**src/execPkg.sv**
```systemverilog
package execPkg;

	localparam int dataWidth = 16;

	// ALU operation select. Codes 9 to 15 are illegal.
	typedef logic [3:0] aluOpCode;
	localparam aluOpCode opAdd   = 4'h0;
	localparam aluOpCode opAnd   = 4'h1;
	localparam aluOpCode opOr    = 4'h2;
	localparam aluOpCode opXor   = 4'h3;
	localparam aluOpCode opSll   = 4'h4;
	localparam aluOpCode opSrl   = 4'h5;
	localparam aluOpCode opRol   = 4'h6;
	localparam aluOpCode opRor   = 4'h7;
	localparam aluOpCode opPassB = 4'h8; // Last legal code.

	typedef logic [2:0] brTypeCode;
	localparam brTypeCode brNone = 3'h0;
	localparam brTypeCode brEqz  = 3'h1;
	localparam brTypeCode brNez  = 3'h2;
	localparam brTypeCode brLtz  = 3'h3;
	localparam brTypeCode brGeqz = 3'h4;

	// Second operand source.
	typedef logic [2:0] aluSrcCode;
	localparam aluSrcCode srcSImm5 = 3'h0;
	localparam aluSrcCode srcZImm5 = 3'h1;
	localparam aluSrcCode srcSImm8 = 3'h2;
	localparam aluSrcCode srcZImm8 = 3'h3;
	localparam aluSrcCode srcReg2  = 3'h4;
	localparam aluSrcCode srcZero  = 3'h5;

	typedef logic [1:0] setCond;
	localparam setCond setEq    = 2'h0;
	localparam setCond setLt    = 2'h1;
	localparam setCond setLe    = 2'h2;
	localparam setCond setCarry = 2'h3;

	// Immediate format. imm8 is {immHi, imm5}.
	typedef struct packed {
		logic [2:0] opcode;
		setCond     cond;    // Bits 12:11.
		logic [2:0] rs;
		logic [2:0] immHi;
		logic [4:0] imm5;
	} immFormat;

	typedef struct packed {
		logic [4:0]  opcode;
		logic [10:0] disp11;
	} jmpFormat;

	typedef union packed {
		immFormat immField;
		jmpFormat jmpField;
	} instrWord;

endpackage

```
**src/alu.sv**
```systemverilog
`timescale 1ns/1ps

module alu (
	input  logic [execPkg::dataWidth-1:0] a,
	input  logic [execPkg::dataWidth-1:0] b,
	input  logic                          cin,
	input  logic                          invA,
	input  logic                          invB,
	input  logic                          sign,
	input  execPkg::aluOpCode             op,
	output logic [execPkg::dataWidth-1:0] result,
	output logic                          zero,
	output logic                          neg,
	output logic                          ofl
);
	import execPkg::*;

	logic [dataWidth-1:0]   aIn;
	logic [dataWidth-1:0]   bIn;
	logic [dataWidth-1:0]   sum;
	logic                   carryOut;
	logic                   signedOfl;
	logic [3:0]             shAmt;
	logic [2*dataWidth-1:0] rolWide;
	logic [2*dataWidth-1:0] rorWide;

	assign aIn = invA ? ~a : a;
	assign bIn = invB ? ~b : b;

	// Subtract is invA with cin set.
	assign {carryOut, sum} = aIn + bIn + {{(dataWidth - 1){1'b0}}, cin};

	// Same input signs, different result sign.
	assign signedOfl = (aIn[dataWidth-1] == bIn[dataWidth-1]) &&
		(sum[dataWidth-1] != aIn[dataWidth-1]);
	assign ofl = sign ? signedOfl : carryOut; // Adder flags only.

	assign shAmt = b[3:0];
	assign rolWide = {aIn, aIn} << shAmt; // Upper half is the rotate left.
	assign rorWide = {aIn, aIn} >> shAmt;

	always_comb begin
		case (op)
			opAdd:   result = sum;
			opAnd:   result = aIn & bIn;
			opOr:    result = aIn | bIn;
			opXor:   result = aIn ^ bIn;
			opSll:   result = aIn << shAmt;
			opSrl:   result = aIn >> shAmt;
			opRol:   result = rolWide[2*dataWidth-1:dataWidth];
			opRor:   result = rorWide[dataWidth-1:0];
			opPassB: result = bIn;
			default: result = '0; // Illegal op, flagged in execControl.
		endcase
	end

	assign zero = (result == '0);
	assign neg  = result[dataWidth-1];

endmodule

```
**src/operandSelect.sv**
```systemverilog
`timescale 1ns/1ps

module operandSelect (
	input  execPkg::instrWord             instr,
	input  logic [execPkg::dataWidth-1:0] reg2Data,
	input  execPkg::aluSrcCode            aluSrc,
	output logic [execPkg::dataWidth-1:0] bOperand
);
	import execPkg::*;

	logic [4:0] imm5;
	logic [7:0] imm8;

	assign imm5 = instr.immField.imm5;
	assign imm8 = {instr.immField.immHi, instr.immField.imm5};

	always_comb begin
		case (aluSrc)
			srcSImm5: bOperand = {{(dataWidth - 5){imm5[4]}}, imm5};
			srcZImm5: bOperand = {{(dataWidth - 5){1'b0}}, imm5};
			srcSImm8: bOperand = {{(dataWidth - 8){imm8[7]}}, imm8};
			srcZImm8: bOperand = {{(dataWidth - 8){1'b0}}, imm8};
			srcReg2:  bOperand = reg2Data;
			srcZero:  bOperand = '0;
			default:  bOperand = '0; // Codes 6 and 7.
		endcase
	end

endmodule

```
**src/branchTarget.sv**
```systemverilog
`timescale 1ns/1ps

module branchTarget (
	input  execPkg::instrWord             instr,
	input  logic [execPkg::dataWidth-1:0] nextPc,
	input  logic [execPkg::dataWidth-1:0] reg1Data,
	input  logic                          isReturn,
	input  logic                          pcOffSel,
	output logic [execPkg::dataWidth-1:0] targetPc
);
	import execPkg::*;

	logic [dataWidth-1:0] base;
	logic [dataWidth-1:0] disp;
	logic [10:0]          disp11;
	logic [7:0]           imm8;

	assign disp11 = instr.jmpField.disp11;
	assign imm8   = {instr.immField.immHi, instr.immField.imm5};

	assign base = isReturn ? reg1Data : nextPc; // Return goes through register 1.

	// Long jump or short branch.
	assign disp = pcOffSel ? {{(dataWidth - 11){disp11[10]}}, disp11}
		: {{(dataWidth - 8){imm8[7]}}, imm8};

	assign targetPc = base + disp; // Wraps around.

endmodule

```
**src/condEval.sv**
```systemverilog
`timescale 1ns/1ps

module condEval (
	input  execPkg::brTypeCode            brType,
	input  execPkg::setCond               cond,
	input  logic [execPkg::dataWidth-1:0] aluResult,
	input  logic                          zero,
	input  logic                          neg,
	input  logic                          ofl,
	output logic                          branchTaken,
	output logic [execPkg::dataWidth-1:0] setValue
);
	import execPkg::*;

	logic lessThan;
	logic setBit;

	always_comb begin
		case (brType)
			brEqz:   branchTaken = zero;
			brNez:   branchTaken = ~zero;
			brLtz:   branchTaken = neg;
			brGeqz:  branchTaken = ~neg;
			default: branchTaken = 1'b0; // brNone and illegal codes.
		endcase
	end

	// Signed compare from a subtract.
	assign lessThan = aluResult[dataWidth-1] ^ ofl;

	always_comb begin
		case (cond)
			setEq:    setBit = zero;
			setLt:    setBit = lessThan;
			setLe:    setBit = lessThan | zero;
			setCarry: setBit = ofl;
			default:  setBit = 1'b0;
		endcase
	end

	assign setValue = {{(dataWidth - 1){1'b0}}, setBit};

endmodule

```
**src/execControl.sv**
```systemverilog
`timescale 1ns/1ps

module execControl (
	input  logic                          clk,
	input  logic                          rstN,
	input  logic                          flush,
	input  logic                          halt,
	input  logic                          regWrt,
	input  logic                          memWrt,
	input  logic                          memEn,
	input  execPkg::aluSrcCode            aluSrc,
	input  execPkg::brTypeCode            brType,
	input  execPkg::aluOpCode             aluOp,
	input  logic [2:0]                    writeReg,
	input  logic [2:0]                    regWrtSrc,
	input  logic [execPkg::dataWidth-1:0] aluResult,
	input  logic [execPkg::dataWidth-1:0] setValue,
	input  logic [execPkg::dataWidth-1:0] targetPc,
	input  logic [execPkg::dataWidth-1:0] reg2Data,
	input  logic [execPkg::dataWidth-1:0] nextPc,
	input  logic                          branchTaken,
	output logic [execPkg::dataWidth-1:0] aluOut,
	output logic [execPkg::dataWidth-1:0] setVal,
	output logic [execPkg::dataWidth-1:0] jumpPc,
	output logic [execPkg::dataWidth-1:0] reg2DataOut,
	output logic [execPkg::dataWidth-1:0] nextPcOut,
	output logic                          doBranch,
	output logic                          regWrtOut,
	output logic                          memWrtOut,
	output logic                          memEnOut,
	output logic                          haltOut,
	output logic                          err,
	output logic [2:0]                    writeRegOut,
	output logic [2:0]                    regWrtSrcOut
);
	import execPkg::*;

	logic badCode;

	// Legal codes are packed from zero upward.
	assign badCode = (aluSrc > srcZero) | (brType > brGeqz) | (aluOp > opPassB);

	always_ff @(posedge clk) begin
		if (!rstN) begin
			aluOut       <= '0;
			setVal       <= '0;
			jumpPc       <= '0;
			reg2DataOut  <= '0;
			nextPcOut    <= '0;
			writeRegOut  <= '0;
			regWrtSrcOut <= '0;
			doBranch     <= 1'b0;
			regWrtOut    <= 1'b0;
			memWrtOut    <= 1'b0;
			memEnOut     <= 1'b0;
			haltOut      <= 1'b0;
			err          <= 1'b0;
		end else begin
			aluOut       <= aluResult;
			setVal       <= setValue;
			jumpPc       <= targetPc;
			reg2DataOut  <= reg2Data;
			nextPcOut    <= nextPc;
			writeRegOut  <= writeReg;
			regWrtSrcOut <= regWrtSrc;
			err          <= badCode;
			// Flush squashes side effects only.
			doBranch     <= branchTaken & ~flush;
			regWrtOut    <= regWrt & ~flush;
			memWrtOut    <= memWrt & ~flush;
			memEnOut     <= memEn & ~flush;
			haltOut      <= halt & ~flush;
		end
	end

	// A store from decode must come with the memory enable.
	memWrtNeedsEn: assert property (@(posedge clk) disable iff (!rstN)
		memWrtOut |-> memEnOut)
		else $error("execControl: memWrtOut without memEnOut");

endmodule

```
**src/executeStage.sv**
```systemverilog
`timescale 1ns/1ps

module executeStage (
	input  logic                          clk,
	input  logic                          rstN,
	input  logic                          flush,
	input  logic                          halt,
	input  logic                          regWrt,
	input  logic                          memWrt,
	input  logic                          memEn,
	input  execPkg::aluSrcCode            aluSrc,
	input  execPkg::brTypeCode            brType,
	input  execPkg::aluOpCode             aluOp,
	input  logic [2:0]                    writeReg,
	input  logic [2:0]                    regWrtSrc,
	input  execPkg::instrWord             instr,
	input  logic [execPkg::dataWidth-1:0] reg1Data,
	input  logic [execPkg::dataWidth-1:0] reg2Data,
	input  logic [execPkg::dataWidth-1:0] nextPc,
	input  logic                          invA,
	input  logic                          invB,
	input  logic                          cin,
	input  logic                          sign,
	input  logic                          isReturn,
	input  logic                          pcOffSel,
	output logic [execPkg::dataWidth-1:0] aluOut,
	output logic [execPkg::dataWidth-1:0] setVal,
	output logic [execPkg::dataWidth-1:0] jumpPc,
	output logic [execPkg::dataWidth-1:0] reg2DataOut,
	output logic [execPkg::dataWidth-1:0] nextPcOut,
	output logic                          doBranch,
	output logic                          regWrtOut,
	output logic                          memWrtOut,
	output logic                          memEnOut,
	output logic                          haltOut,
	output logic                          err,
	output logic [2:0]                    writeRegOut,
	output logic [2:0]                    regWrtSrcOut
);
	import execPkg::*;

	logic [dataWidth-1:0] bOperand;
	logic [dataWidth-1:0] aluResult;
	logic [dataWidth-1:0] setValue;
	logic [dataWidth-1:0] targetPc;
	logic                 zero;
	logic                 neg;
	logic                 ofl;
	logic                 branchTaken;

	operandSelect opSel0 (.instr(instr), .reg2Data(reg2Data), .aluSrc(aluSrc),
		.bOperand(bOperand));

	alu alu0 (.a(reg1Data), .b(bOperand), .cin(cin), .invA(invA), .invB(invB),
		.sign(sign), .op(aluOp), .result(aluResult), .zero(zero), .neg(neg), .ofl(ofl));

	branchTarget brTgt0 (.instr(instr), .nextPc(nextPc), .reg1Data(reg1Data),
		.isReturn(isReturn), .pcOffSel(pcOffSel), .targetPc(targetPc));

	// Set condition comes from bits 12:11.
	condEval cond0 (.brType(brType), .cond(instr.immField.cond), .aluResult(aluResult),
		.zero(zero), .neg(neg), .ofl(ofl), .branchTaken(branchTaken), .setValue(setValue));

	execControl ctrl0 (.clk(clk), .rstN(rstN), .flush(flush), .halt(halt),
		.regWrt(regWrt), .memWrt(memWrt), .memEn(memEn), .aluSrc(aluSrc),
		.brType(brType), .aluOp(aluOp), .writeReg(writeReg), .regWrtSrc(regWrtSrc),
		.aluResult(aluResult), .setValue(setValue), .targetPc(targetPc),
		.reg2Data(reg2Data), .nextPc(nextPc), .branchTaken(branchTaken),
		.aluOut(aluOut), .setVal(setVal), .jumpPc(jumpPc), .reg2DataOut(reg2DataOut),
		.nextPcOut(nextPcOut), .doBranch(doBranch), .regWrtOut(regWrtOut),
		.memWrtOut(memWrtOut), .memEnOut(memEnOut), .haltOut(haltOut), .err(err),
		.writeRegOut(writeRegOut), .regWrtSrcOut(regWrtSrcOut));

endmodule

```
**config.mk**
```make
export PLATFORM = sky130hd
export DESIGN_NAME = executeStage
export DESIGN_NICKNAME = d
export VERILOG_FILES = /design/src/execPkg.sv /design/src/alu.sv /design/src/operandSelect.sv /design/src/branchTarget.sv /design/src/condEval.sv /design/src/execControl.sv /design/src/executeStage.sv
export SDC_FILE = /design/constraint.sdc
export NUM_CORES = 1
export LEC_CHECK = 0
export BUFFER_PORTS_ARGS = -buffer_cell sky130_fd_sc_hd__buf_2
export CORE_MARGIN = 2
export CORE_UTILIZATION = 40
export CTS_BUF_LIST = sky130_fd_sc_hd__clkbuf_2 sky130_fd_sc_hd__clkbuf_4 sky130_fd_sc_hd__clkbuf_8
export CTS_CLUSTER_SIZE = 16
export DETAILED_ROUTE_END_ITERATION = 10
export PLACE_DENSITY = 0.62
export SETUP_SLACK_MARGIN = 0.3
export SLEW_MARGIN = 25
export SYNTH_ARGS = -nofsm -noshare
export SYNTH_HDL_FRONTEND = slang
export SYNTH_SLANG_ARGS = --single-unit
```
**constraint.sdc**
```tcl
create_clock -name clk -period 5.65 [get_ports clk]
set_clock_uncertainty 0.1 [all_clocks]
set_input_delay 1.13 -clock clk [delete_from_list [all_inputs] [get_ports clk]]
set_output_delay 1.13 -clock clk [all_outputs]
set_load 0.05 [all_outputs]
```
Word-level counts from Yosys, hierarchy flattened
Index checks and enable logic that the tools add are counted.
- register bits after elaboration: 92
- latch bits: 0
- RAM bits: 0
- memory bits (read-only): 0
- input port bits: 93
- output and inout port bits: 92
- word-level logic and storage cells: 76
- memories kept: 0
- $add $sub $neg: 3
- multipliers: 0
- div/mod/pow operators: 0
- magnitude comparators: 3
- eq/ne operators: 21
- shift operators: 4
- muxes and demuxes: 9
- bitwise gates (word level): 17
- reductions and logical operators: 5
- operators with widths (kind ; count):
    16-bit case mux with 9 select lines ; 1
    16-bit case mux with 5 select lines ; 1
    16-bit 2-to-1 mux ; 4
    16-bit NOT ; 2
    32-bit by 4-bit left shift with 32-bit output ; 1
    32-bit by 4-bit >> shifter with 16-bit output ; 1
    16-bit by 16-bit adder with 17-bit output ; 1
    17-bit by 1-bit adder with 17-bit output ; 1
    16-bit adder ; 1
    16-bit bitwise AND ; 1
    4-bit by 3-bit == test with 1-bit output, second input constant ; 4
    16-bit zero test ; 1
    16-bit bitwise OR ; 1
    16-bit by 4-bit left shift with 16-bit output ; 1
    16-bit by 4-bit >> shifter with 16-bit output ; 1
    16-bit XOR ; 1
    3-bit by 2-bit == test with 1-bit output, second input constant ; 4
    4-bit by 2-bit == test with 1-bit output, second input constant ; 2
    1-bit case mux with 4 select lines ; 2
    3-bit by 1-bit == test with 1-bit output, second input constant ; 2
    3-bit == test, second input constant ; 2
    3-bit greater-than comparator, second input constant ; 2
    1-bit bitwise AND ; 5
    2-bit == test, second input constant ; 2
    14 further kinds ; 18

Logic depth before layout (Yosys ltp)
Gate-level depths: netlist (run 1).
- depth after elaboration: 12
- gate-level depth with buffers: 19
- depth with buffers taken out: 17

Hierarchy
Synthesis (run 1) repeated with hierarchy kept, for this count alone.
- cell total of the unflattened synthesis: 1031
- area, all modules: 8869.8 µm²
- by module, submodules not included (module ; instances ; cells each ; area each (µm²) ; seq. area each (µm²)):
    alu ; 1 ; 626 ; 4852.2 ; 0.0
    execControl ; 1 ; 198 ; 2511.2 ; 1841.8
    branchTarget ; 1 ; 132 ; 983.4 ; 0.0
    operandSelect ; 1 ; 46 ; 316.6 ; 0.0
    condEval ; 1 ; 29 ; 206.4 ; 0.0

Worst setup path before layout (run 1)
No wires, ideal clock.
- path kind: in2reg
- from: input aluSrc[1]
- to: register ctrl0.doBranch
- setup time: 0.122 ns
- arrival time: 5.271 ns
- required time: 5.428 ns
- slack: 0.156 ns
- stages on the path: 18
- buffers on the path: 2
- path through: buf_2 > and4bb_2 > nor2_2 > buf_4 > xnor2_1 > fa_1 > fa_1 > a211oi_1 > o21ai_0 > a21boi_0 > nand3_1 > o31a_1 > mux2i_1 > or4_1 > or3_4 > nor4_4 > a21oi_1 > nand3b_1
- longest elaborated chain between the ends: 11
- elaborated cells between the ends (all ways): 23
- classes of those cells: add/sub: 2; eq/ne: 4; shift: 4; mux: 4; bitwise: 7; reduce/logical: 2
- ends and longest elaborated chain (element ; RTL line ; RTL):
    from (decl) ; executeStage.sv:11 ; input execPkg::aluSrcCode aluSrc,
    3-bit == test, or another cell as far along ; operandSelect.sv:18 ; case (aluSrc)
    16-bit case mux with 5 select lines * ; operandSelect.sv:18 ;
    16-bit NOT ; alu.sv:28 ; assign bIn = invB ? ~b : b;
    16-bit 2-to-1 mux ; alu.sv:28 ;
    16-bit by 16-bit adder with 17-bit output ; alu.sv:31 ; assign {carryOut, sum} = aIn + bIn + {{(dataWidth - 1){1'b0}}, cin};
    17-bit by 1-bit adder with 17-bit output ; alu.sv:31 ;
    16-bit case mux with 9 select lines * ; alu.sv:43 ; case (op)
    16-bit zero test ; alu.sv:57 ; assign zero = (result == '0);
    1-bit NOT ; condEval.sv:21 ; brNez: branchTaken = ~zero;
    1-bit case mux with 4 select lines * ; condEval.sv:19 ; case (brType)
    1-bit bitwise AND * ; execControl.sv:68 ; doBranch <= branchTaken & ~flush;
    to (signal assigned) ; execControl.sv:68 ;
    to (decl) ; execControl.sv:27 ; output logic doBranch,
Mark *: on every way between the ends. The rest lies on a longest branch, timed or not.
A chain may end at the register's enable or synchronous reset.

Worst setup path in the final report (run 1)
Same ends and word-level chain as after synthesis.

==> results of run 1 <==
[final timing paths]
check                                 to  slack [ps]  depth (start not counted)
worst max-delay path      ctrl0.doBranch         550                         17
worst min-delay path  ctrl0.nextPcOut[4]         860                          2
[worst max-delay path, delay by kind of cell]
kind	cells	cell delay, ps
xor+xnor	1	150
fa+ha+maj	2	820
simple gates	7	1850
compound gates	5	970
mux	1	160
buf+inv	1	180
[synth_stat cells (20+ instances only)]
master	instances	share of area (%)
nand3_1	28	1.8
nand2_1	66	3.1
buf_4	24	2.3
nor2_1	76	3.6
clkbuf_1	21	0.99
mux2_2	25	3.5
xor2_1	25	2.8
inv_1	46	2.2
o21ai_0	63	4.0
a21oi_1	73	4.6
a211oi_1	25	2.4
buf_2	20	1.3
dfxtp_1	77	19
and2_1	56	4.4
nor3_1	51	3.2
ha_1	45	7.1
[per-layer routing]
metal	up-vias	GRT usage, %	routed length, um
met3	73	5.31	2810
met2	483	45.8	14200
met5	-	0	15
met1	4040	37.5	13000
li1	4073	-	-
met4	2	11.3	1190
[through the flow]
stage | utilization, % | instances
detailed placement | 46.9 | 1446
finish | 48.1 | 1464
floorplan | - | 1041
CTS | 47.9 | 1462
global route | 48.1 | 1464
global placement | 46.8 | 1446
[report_power, final]
group	switching, mW	total [mW]	leakage (nW)	internal [mW]
sequential	0.0106	0.600	0.639	0.590
clock	0.244	0.461	0.110	0.217
combinational	0.797	1.21	3.41	0.411
[layout make-up]
type	instances	area (um^2)	share of cell area, %
multi-input combinational	836	5850	62.3
sequential	77	1540	16.4
timing repair buffer	222	1280	13.6
tap	265	332	3.53
inverter	48	180	1.92
clock buffer	9	124	1.32
clock inverter	7	90.1	0.959
[sequential cells by signal (all words and copies together) (netlist names)]
register            count
ctrl0.doBranch          1
ctrl0.regWrtSrcOut      3
ctrl0.memWrtOut         1
ctrl0.jumpPc           16
ctrl0.setVal            1
ctrl0.haltOut           1
ctrl0.writeRegOut       3
ctrl0.err               1
ctrl0.nextPcOut        16
ctrl0.reg2DataOut      16
ctrl0.memEnOut          1
ctrl0.regWrtOut         1
ctrl0.aluOut           16
[logic make-up after synthesis]
kind of cell	share of synthesized area, %
simple gates	25.7
compound gates	25.4
buf+inv	8.24
flops	19.4
fa+ha+maj	7.95
mux	8.06
xor+xnor	5.25
other cells	0.0471
[timing repair]
action / in CTS / in global routing
hold buffers: 0 / 0
endpoints found under the setup margin: 0 / 1
setup buffers: 0 / 2
gates resized for setup: 0 / 2
hold endpoints to repair: 0 / 0
==> results.yml, run 1 <==
place:
  dp_hpwl_um: 24900
  port_buffers: 166
  dpl-instance-area_um2: 9150
  gp_congestion: 1.05
  dp_slack_ps: 91.7
drt:
  drt-total-wl_um: 31200
  viasPerCell: 5.92
  drcViolationCount: 0
  vias: 8671
  dr.pass1.iters: 5
  wl_per_cell_um: 21.3
  drtIter0Drc: 770
  drtAntennaViolNets: 0
power:
  vdd_drop_max_mv: 0.196
  p_leak_nw: 4.16
  p_per_area_nw_per_um2: 242
  power.total_mw: 2.27
worst_setup_path:
  start_kind: "input pin"
  startpoint: "aluSrc[1]"
  worstPathArrival_ps: 5260
  crit_chain: "buf_2 -> and4bb_2 -> nor2_2 -> xnor2_1 -> fa_2 -> fa_1 -> a211oi_2 -> o21ai_2 -> a21boi_0 -> nand3_1 -> o31a_1 -> mux2i_1 -> or4_1 -> or3_4 -> nor4_4 -> a21oi_1 -> nand3b_1"
  worstSetupPathType: "in2reg"
  worstPathRequired_ps: 5810
  cp_max_fo: 14
  cp-end-kind: "flip-flop"
  max_stage_delay_ps: 550
  cpMaxStageDelayCell: "or4_1"
floorplanning:
  row_count: 51
  io_pins: 185
  die_y_um: 145
  coreArea_um2: 19500
  die_width_um: 145
  die-area_um2: 21000
  start_util_pct: 40.8
sta:
  finalSetupTns_ps: 0
  fin_crit_sh_pct: 90.3
  rsz0062_at_grt: "false"
  period_minus_slack_ps: 5100
  slew_headroom_pct: 33.0
  hold_viol: 0
  drv_slew: 0
  setup_slack_ps: 549
  tightestPinTransition_ps: 997
  holdWs_ps: 860
  fmax_ghz: 0.196
  setup_viol: 0
clocking:
  cts_sinks: 77
  clk_pin_slew_ps: 110
  cts_made_buffers: 9
  cts_root_buf: "clkbuf_8"
  htree_levels: 3
  tritoncts: "done"
  cts_buffer_depth: 2
global_routing:
  grt_overflow: 0
  grt.total_usage_pct: 28.4
  grt_max_degree: 53
  antenna_found_initial: 1
  grt_pass1_vias: 8041
  grt_pass1_wl_um: 46800
synth:
  yosys_most_used_dff: "dfxtp_1"
  syn_inst: 1027
  synth_seq_area_share_pct: 19.4
  yosysUniqueCellTypes: 97
  synth_area_per_cell_um2: 7.75
  ys_ff_latch: 77
  synth_area_um2: 7960
  yosysWarningCount: 0
  synth_enable_flop_cells: 0
  synth-async-reset-ratio_pct: 0
hold_path:
  hp-class: "in2reg"
  hp-start: "nextPc[4]"
final_layout:
  n_fill_cell: 2014
  layout_common_cells: "buf_2, dfxtp_1, nor2_1"
  final_common_cell: "buf_2"
  syn_to_final_growth_pct: 18.0
  drive_above_1_share_pct: 26.1
  layout.nets: 1335
  fin_area_um2: 9390
  antenna_cells: 0
outcome:
  status: "completed"
flow_run:
  max_cap_violations: 0
Note: power is estimated with default switching activity, not from simulation.
==> run 2: changes to the inputs <==
REMOVE_ABC_BUFFERS = 1   (was default)
==> run 2 against run 1 <==
Maximum frequency fell by 1.6%. Clock-buffer cell count up 1. Sequential share of layout area is 0.18 points lower. Critical path type unchanged. Global-route usage up 0.11 points. First-iteration DRC count up 49%. Via count rose by 2.6%. Largest cell class unchanged. Non-clock buffer count rose by 21. Highest routed layer is now met4. Clock power decreased by 11%. Routed wire length down 0.43%. Hold slack worse by 16 ps.
==> results.yml, run 2 (same netlist as run 1, synthesis figures left out) <==
hold_path:
  min_to: "ctrl0.regWrtSrcOut[2]"
  hp-start: "regWrtSrc[2]"
  whs_path_depth: 2
  hp-class: "in2reg"
worst_setup_path:
  worstSetupPathType: "in2reg"
  cp_common_cell: "fa_1"
  startpoint: "aluSrc[2]"
  start_kind: "input pin"
  cp-end-kind: "flip-flop"
  worstPathRequired_ps: 5820
  crit_chain: "buf_2 -> and4bb_2 -> nor2_2 -> xnor2_1 -> fa_1 -> fa_1 -> a211oi_2 -> o21ai_1 -> a21boi_0 -> nand3_1 -> o31a_1 -> mux2i_1 -> or4_1 -> or3_4 -> nor4_4 -> a21oi_1 -> nand3b_1"
  critical-path-top-delay-family: "simple AND/OR/NAND/NOR gates"
  worstPathArrival_ps: 5350
  cpMaxStageDelayCell: "or4_1"
  max_stage_delay_ps: 570
  crit_buf_inv: 1
  cp_max_fo: 4
clocking:
  cts_hold_buffers: 0
  clk_pin_slew_ps: 90
  cts_made_buffers: 9
  cts_buffer_depth: 2
  tritoncts: "done"
  htree_levels: 3
  cts_root_buf: "clkbuf_8"
  cts_sinks: 77
final_layout:
  syn_to_final_growth_pct: 19.3
  fin_cells: 1485
  drive_above_1_share_pct: 27.5
  final_common_cell: "buf_2"
  final_util_pct: 48.6
  fin_area_um2: 9500
  layout.nets: 1356
  antenna_cells: 0
  layout_common_cells: "buf_2, dfxtp_1, buf_4"
power:
  vdd_drop_max_mv: 0.144
  power.total_mw: 2.25
  p_leak_nw: 4.25
  p_per_area_nw_per_um2: 237
outcome:
  status: "completed"
floorplanning:
  coreArea_um2: 19500
  die_width_um: 145
  io_pins: 185
  start_util_pct: 40.8
  row_count: 51
  die-area_um2: 21000
  die_y_um: 145
place:
  dp_cells: 1468
  dp_slack_ps: -35.2
  dp_hpwl_um: 24700
  dpl-instance-area_um2: 9270
  port_buffers: 166
  gp_congestion: 1.00
sta:
  drv_slew: 0
  fmax_ghz: 0.193
  finalSetupTns_ps: 0
  holdWs_ps: 844
  rsz0062_at_grt: "false"
  fin_crit_sh_pct: 91.7
  period_minus_slack_ps: 5180
  tightestPinTransition_ps: 1040
  setup_viol: 0
  slew_headroom_pct: 29.2
  setup_slack_ps: 467
  hold_viol: 0
drt:
  viasPerCell: 5.99
  vias: 8894
  dr.pass1.iters: 7
  drcViolationCount: 0
  drtAntennaViolNets: 0
  wl_per_cell_um: 20.9
  drt-total-wl_um: 31000
  drtIter0Drc: 1148
global_routing:
  antenna_found_initial: 0
  grt_max_degree: 53
  grt.total_usage_pct: 28.5
  grt_overflow: 0
  grt_pass1_wl_um: 47400
  grt_pass1_vias: 8212
flow_run:
  max_cap_violations: 0
==> run 2: where the power goes <==
part	internal [mW]	switching [mW]	leakage (nW)
combinational	0.431	0.808	3.52
clock	0.175	0.235	0.0970
sequential	0.590	0.0108	0.639
total	1.20	1.05	4.25
==> run 2: per-layer routing <==
| metal | wire length, um | up-vias | track usage, % |
|---|---|---|---|
| met2 | 13900 | 542 | 46.0 |
| met5 | 0 | - | 0 |
| met3 | 3190 | 81 | 5.44 |
| met4 | 975 | 0 | 8.53 |
| met1 | 13000 | 4161 | 38.7 |
| li1 | - | 4110 | - |
==> run 2: final cells by class <==
class / instances / area, um^2
clock inverters: 6 / 45.0
multi-input cells: 836 / 5850
inverters: 48 / 180
well taps: 265 / 332
flip-flops and latches: 77 / 1540
fillers: 2012 / 10000
repair buffers: 243 / 1410
clock buffers: 10 / 138
==> run 2: worst max path at each step <==
| stage | to | slack, ps | depth (start not counted) |
|---|---|---|---|
| 2_1_floorplan | ctrl0.doBranch | -300 | 16 |
| 3_3_place_gp | ctrl0.doBranch | 40 | 17 |
| 3_5_place_dp | ctrl0.doBranch | -40 | 17 |
| 4_1_cts | ctrl0.doBranch | 360 | 17 |
| 5_1_grt | ctrl0.doBranch | 290 | 19 |
| 6_report | ctrl0.doBranch | 470 | 17 |
==> run 2: what timing repair did <==
item / CTS / global route
endpoints found under the hold margin: 0 / 0
setup endpoints to repair: 0 / 2
resized for setup: 0 / 9
buffers inserted: 0 / 1
==> run 3: changes to the inputs <==
CORE_UTILIZATION = 30   (was 40)
PLACE_DENSITY = 0.48   (was 0.62)
==> run 3 against run 2 <==
Non-clock buffer count increased by 8. Hold slack got worse by 20 ps. Routed wire length increased by 6.4%. Die area increased by 32%. Design area increased by 1.8%. Power increased by 2.1%. Utilization decreased by 12 points. Largest power group unchanged.
==> results.yml, run 3 (same netlist as run 1, synthesis figures left out) <==
worst_setup_path:
  worstSetupPathType: "in2reg"
  worstPathRequired_ps: 5830
  cp-end-kind: "flip-flop"
  start_kind: "input pin"
  cp_max_fo: 4
  worstPathArrival_ps: 5360
place:
  gp_congestion: 0.957
  port_buffers: 166
  dp_hpwl_um: 26400
  dpl-instance-area_um2: 9430
  dp_slack_ps: -98.1
  dp_cells: 1547
sta:
  fin_crit_sh_pct: 91.7
  fmax_ghz: 0.193
  slew_headroom_pct: 37.9
  rsz0062_at_grt: "false"
  period_minus_slack_ps: 5180
  drv_slew: 0
  setup_slack_ps: 466
  setup_viol: 0
  hold_viol: 0
  tightestPinTransition_ps: 919
clocking:
  htree_levels: 3
  cts_made_buffers: 9
  cts_setup_buffers: 0
  cts_root_buf: "clkbuf_8"
  cts_sinks: 77
  cts_hold_buffers: 0
  cts_buffer_depth: 2
  clk_pin_slew_ps: 110
  tritoncts: "done"
power:
  swShare_pct: 47.6
  p_comb_share_pct: 54.5
  p_leak_nw: 4.30
  p_sw_mw: 1.09
  vdd_drop_max_mv: 0.118
  clockPowerShare_pct: 19.4
  seqPwrFrac_pct: 26.2
  p_per_area_nw_per_um2: 238
  p_int_mw: 1.20
  power.total_mw: 2.30
drt:
  dr.pass1.iters: 5
  viasPerCell: 5.58
  drtIter0Drc: 772
  vias: 8722
  drtAntennaViolNets: 0
  wl_per_cell_um: 21.1
  drcViolationCount: 0
  drt-total-wl_um: 33000
final_layout:
  n_fill_cell: 2841
  final_common_cell: "buf_2"
  layout_common_cells: "buf_2, buf_4, dfxtp_1"
  syn_to_final_growth_pct: 21.4
  fin_area_um2: 9670
  fin_cells: 1564
  seq_area_um2: 1540
  layout.nets: 1364
  drive_above_1_share_pct: 28.0
  multiInputGateArea_um2: 5850
floorplanning:
  die_width_um: 167
  io_pins: 185
  die_y_um: 167
  coreArea_um2: 26100
  row_count: 59
  start_util_pct: 30.5
  die-area_um2: 27900
global_routing:
  antenna_found_initial: 2
  grt_pass1_vias: 8430
  grt_pass1_wl_um: 50400
  grt.total_usage_pct: 23.3
  grt_overflow: 0
  grt_max_degree: 53
outcome:
  status: "completed"
hold_path:
  hp-class: "in2reg"
flow_run:
  max_cap_violations: 0
==> run 3: stage by stage <==
stage                     setup TNS [ps]  hold WS, ps  utilization [%]
after global placement              -103         1230             36.2
after global routing                   0          812             37.1
after floorplan                     -543         1150                -
after CTS                              0          810             36.9
after detailed placement            -123         1240             36.2
final                                  0          823             37.1
==> run 3: power by group through the flow <==
stage / clock network [mW] / registers, mW / logic [mW]
floorplan: 0 / 0.784 / 0.625
global placement: 0 / 0.612 / 1.23
detailed placement: 0 / 0.612 / 1.23
CTS: 0.462 / 0.601 / 1.23
global route: 0.485 / 0.606 / 1.35
finish: 0.445 / 0.601 / 1.25
==> run 3: critical path: stages <==
cell      delay [ps]
buf_2            150
and4bb_2         280
nor2_2            60
xnor2_1          150
fa_1             440
fa_2             400
nor3_1           150
a21oi_1           60
o221a_2          290
o21ai_0           80
o21ai_0          180
a311oi_1         470
buf_4            190
nand4b_1         130
or4_4            590
nor4_4           340
a21oi_1           90
nand3b_1         160
==> run 3: worst paths after layout <==
path                         start                     to  slack, ps  cells after the start
worst max-delay path     aluSrc[2]         ctrl0.doBranch        470                     18
worst min-delay path  regWrtSrc[2]  ctrl0.regWrtSrcOut[2]        820                      2
==> run 3: layer usage <==
layer	share of wire, %	global-route usage (%)	up-vias
met1	44	31.2	4096
met5	0	0	-
met4	3.9	9.03	0
li1	-	-	4130
met2	43	36.0	419
met3	8.4	5.58	77
==> run 3: area by class of cell <==
| cell class | instances | share of cell area (%) |
|---|---|---|
| Clock buffer | 9 | 1.28 |
| Timing Repair Buffer | 251 | 15.2 |
| Multi-Input combinational cell | 836 | 60.6 |
| Clock inverter | 7 | 0.790 |
| Inverter | 48 | 1.86 |
| Sequential cell | 77 | 15.9 |
| Tap cell | 335 | 4.34 |
| Antenna cell | 1 | 0.0259 |
==> run 3: repair_timing <==
item                                    in CTS  in global routing
resized for setup                            0                 10
hold endpoints to repair                     0                  0
endpoints found under the setup margin       0                  2
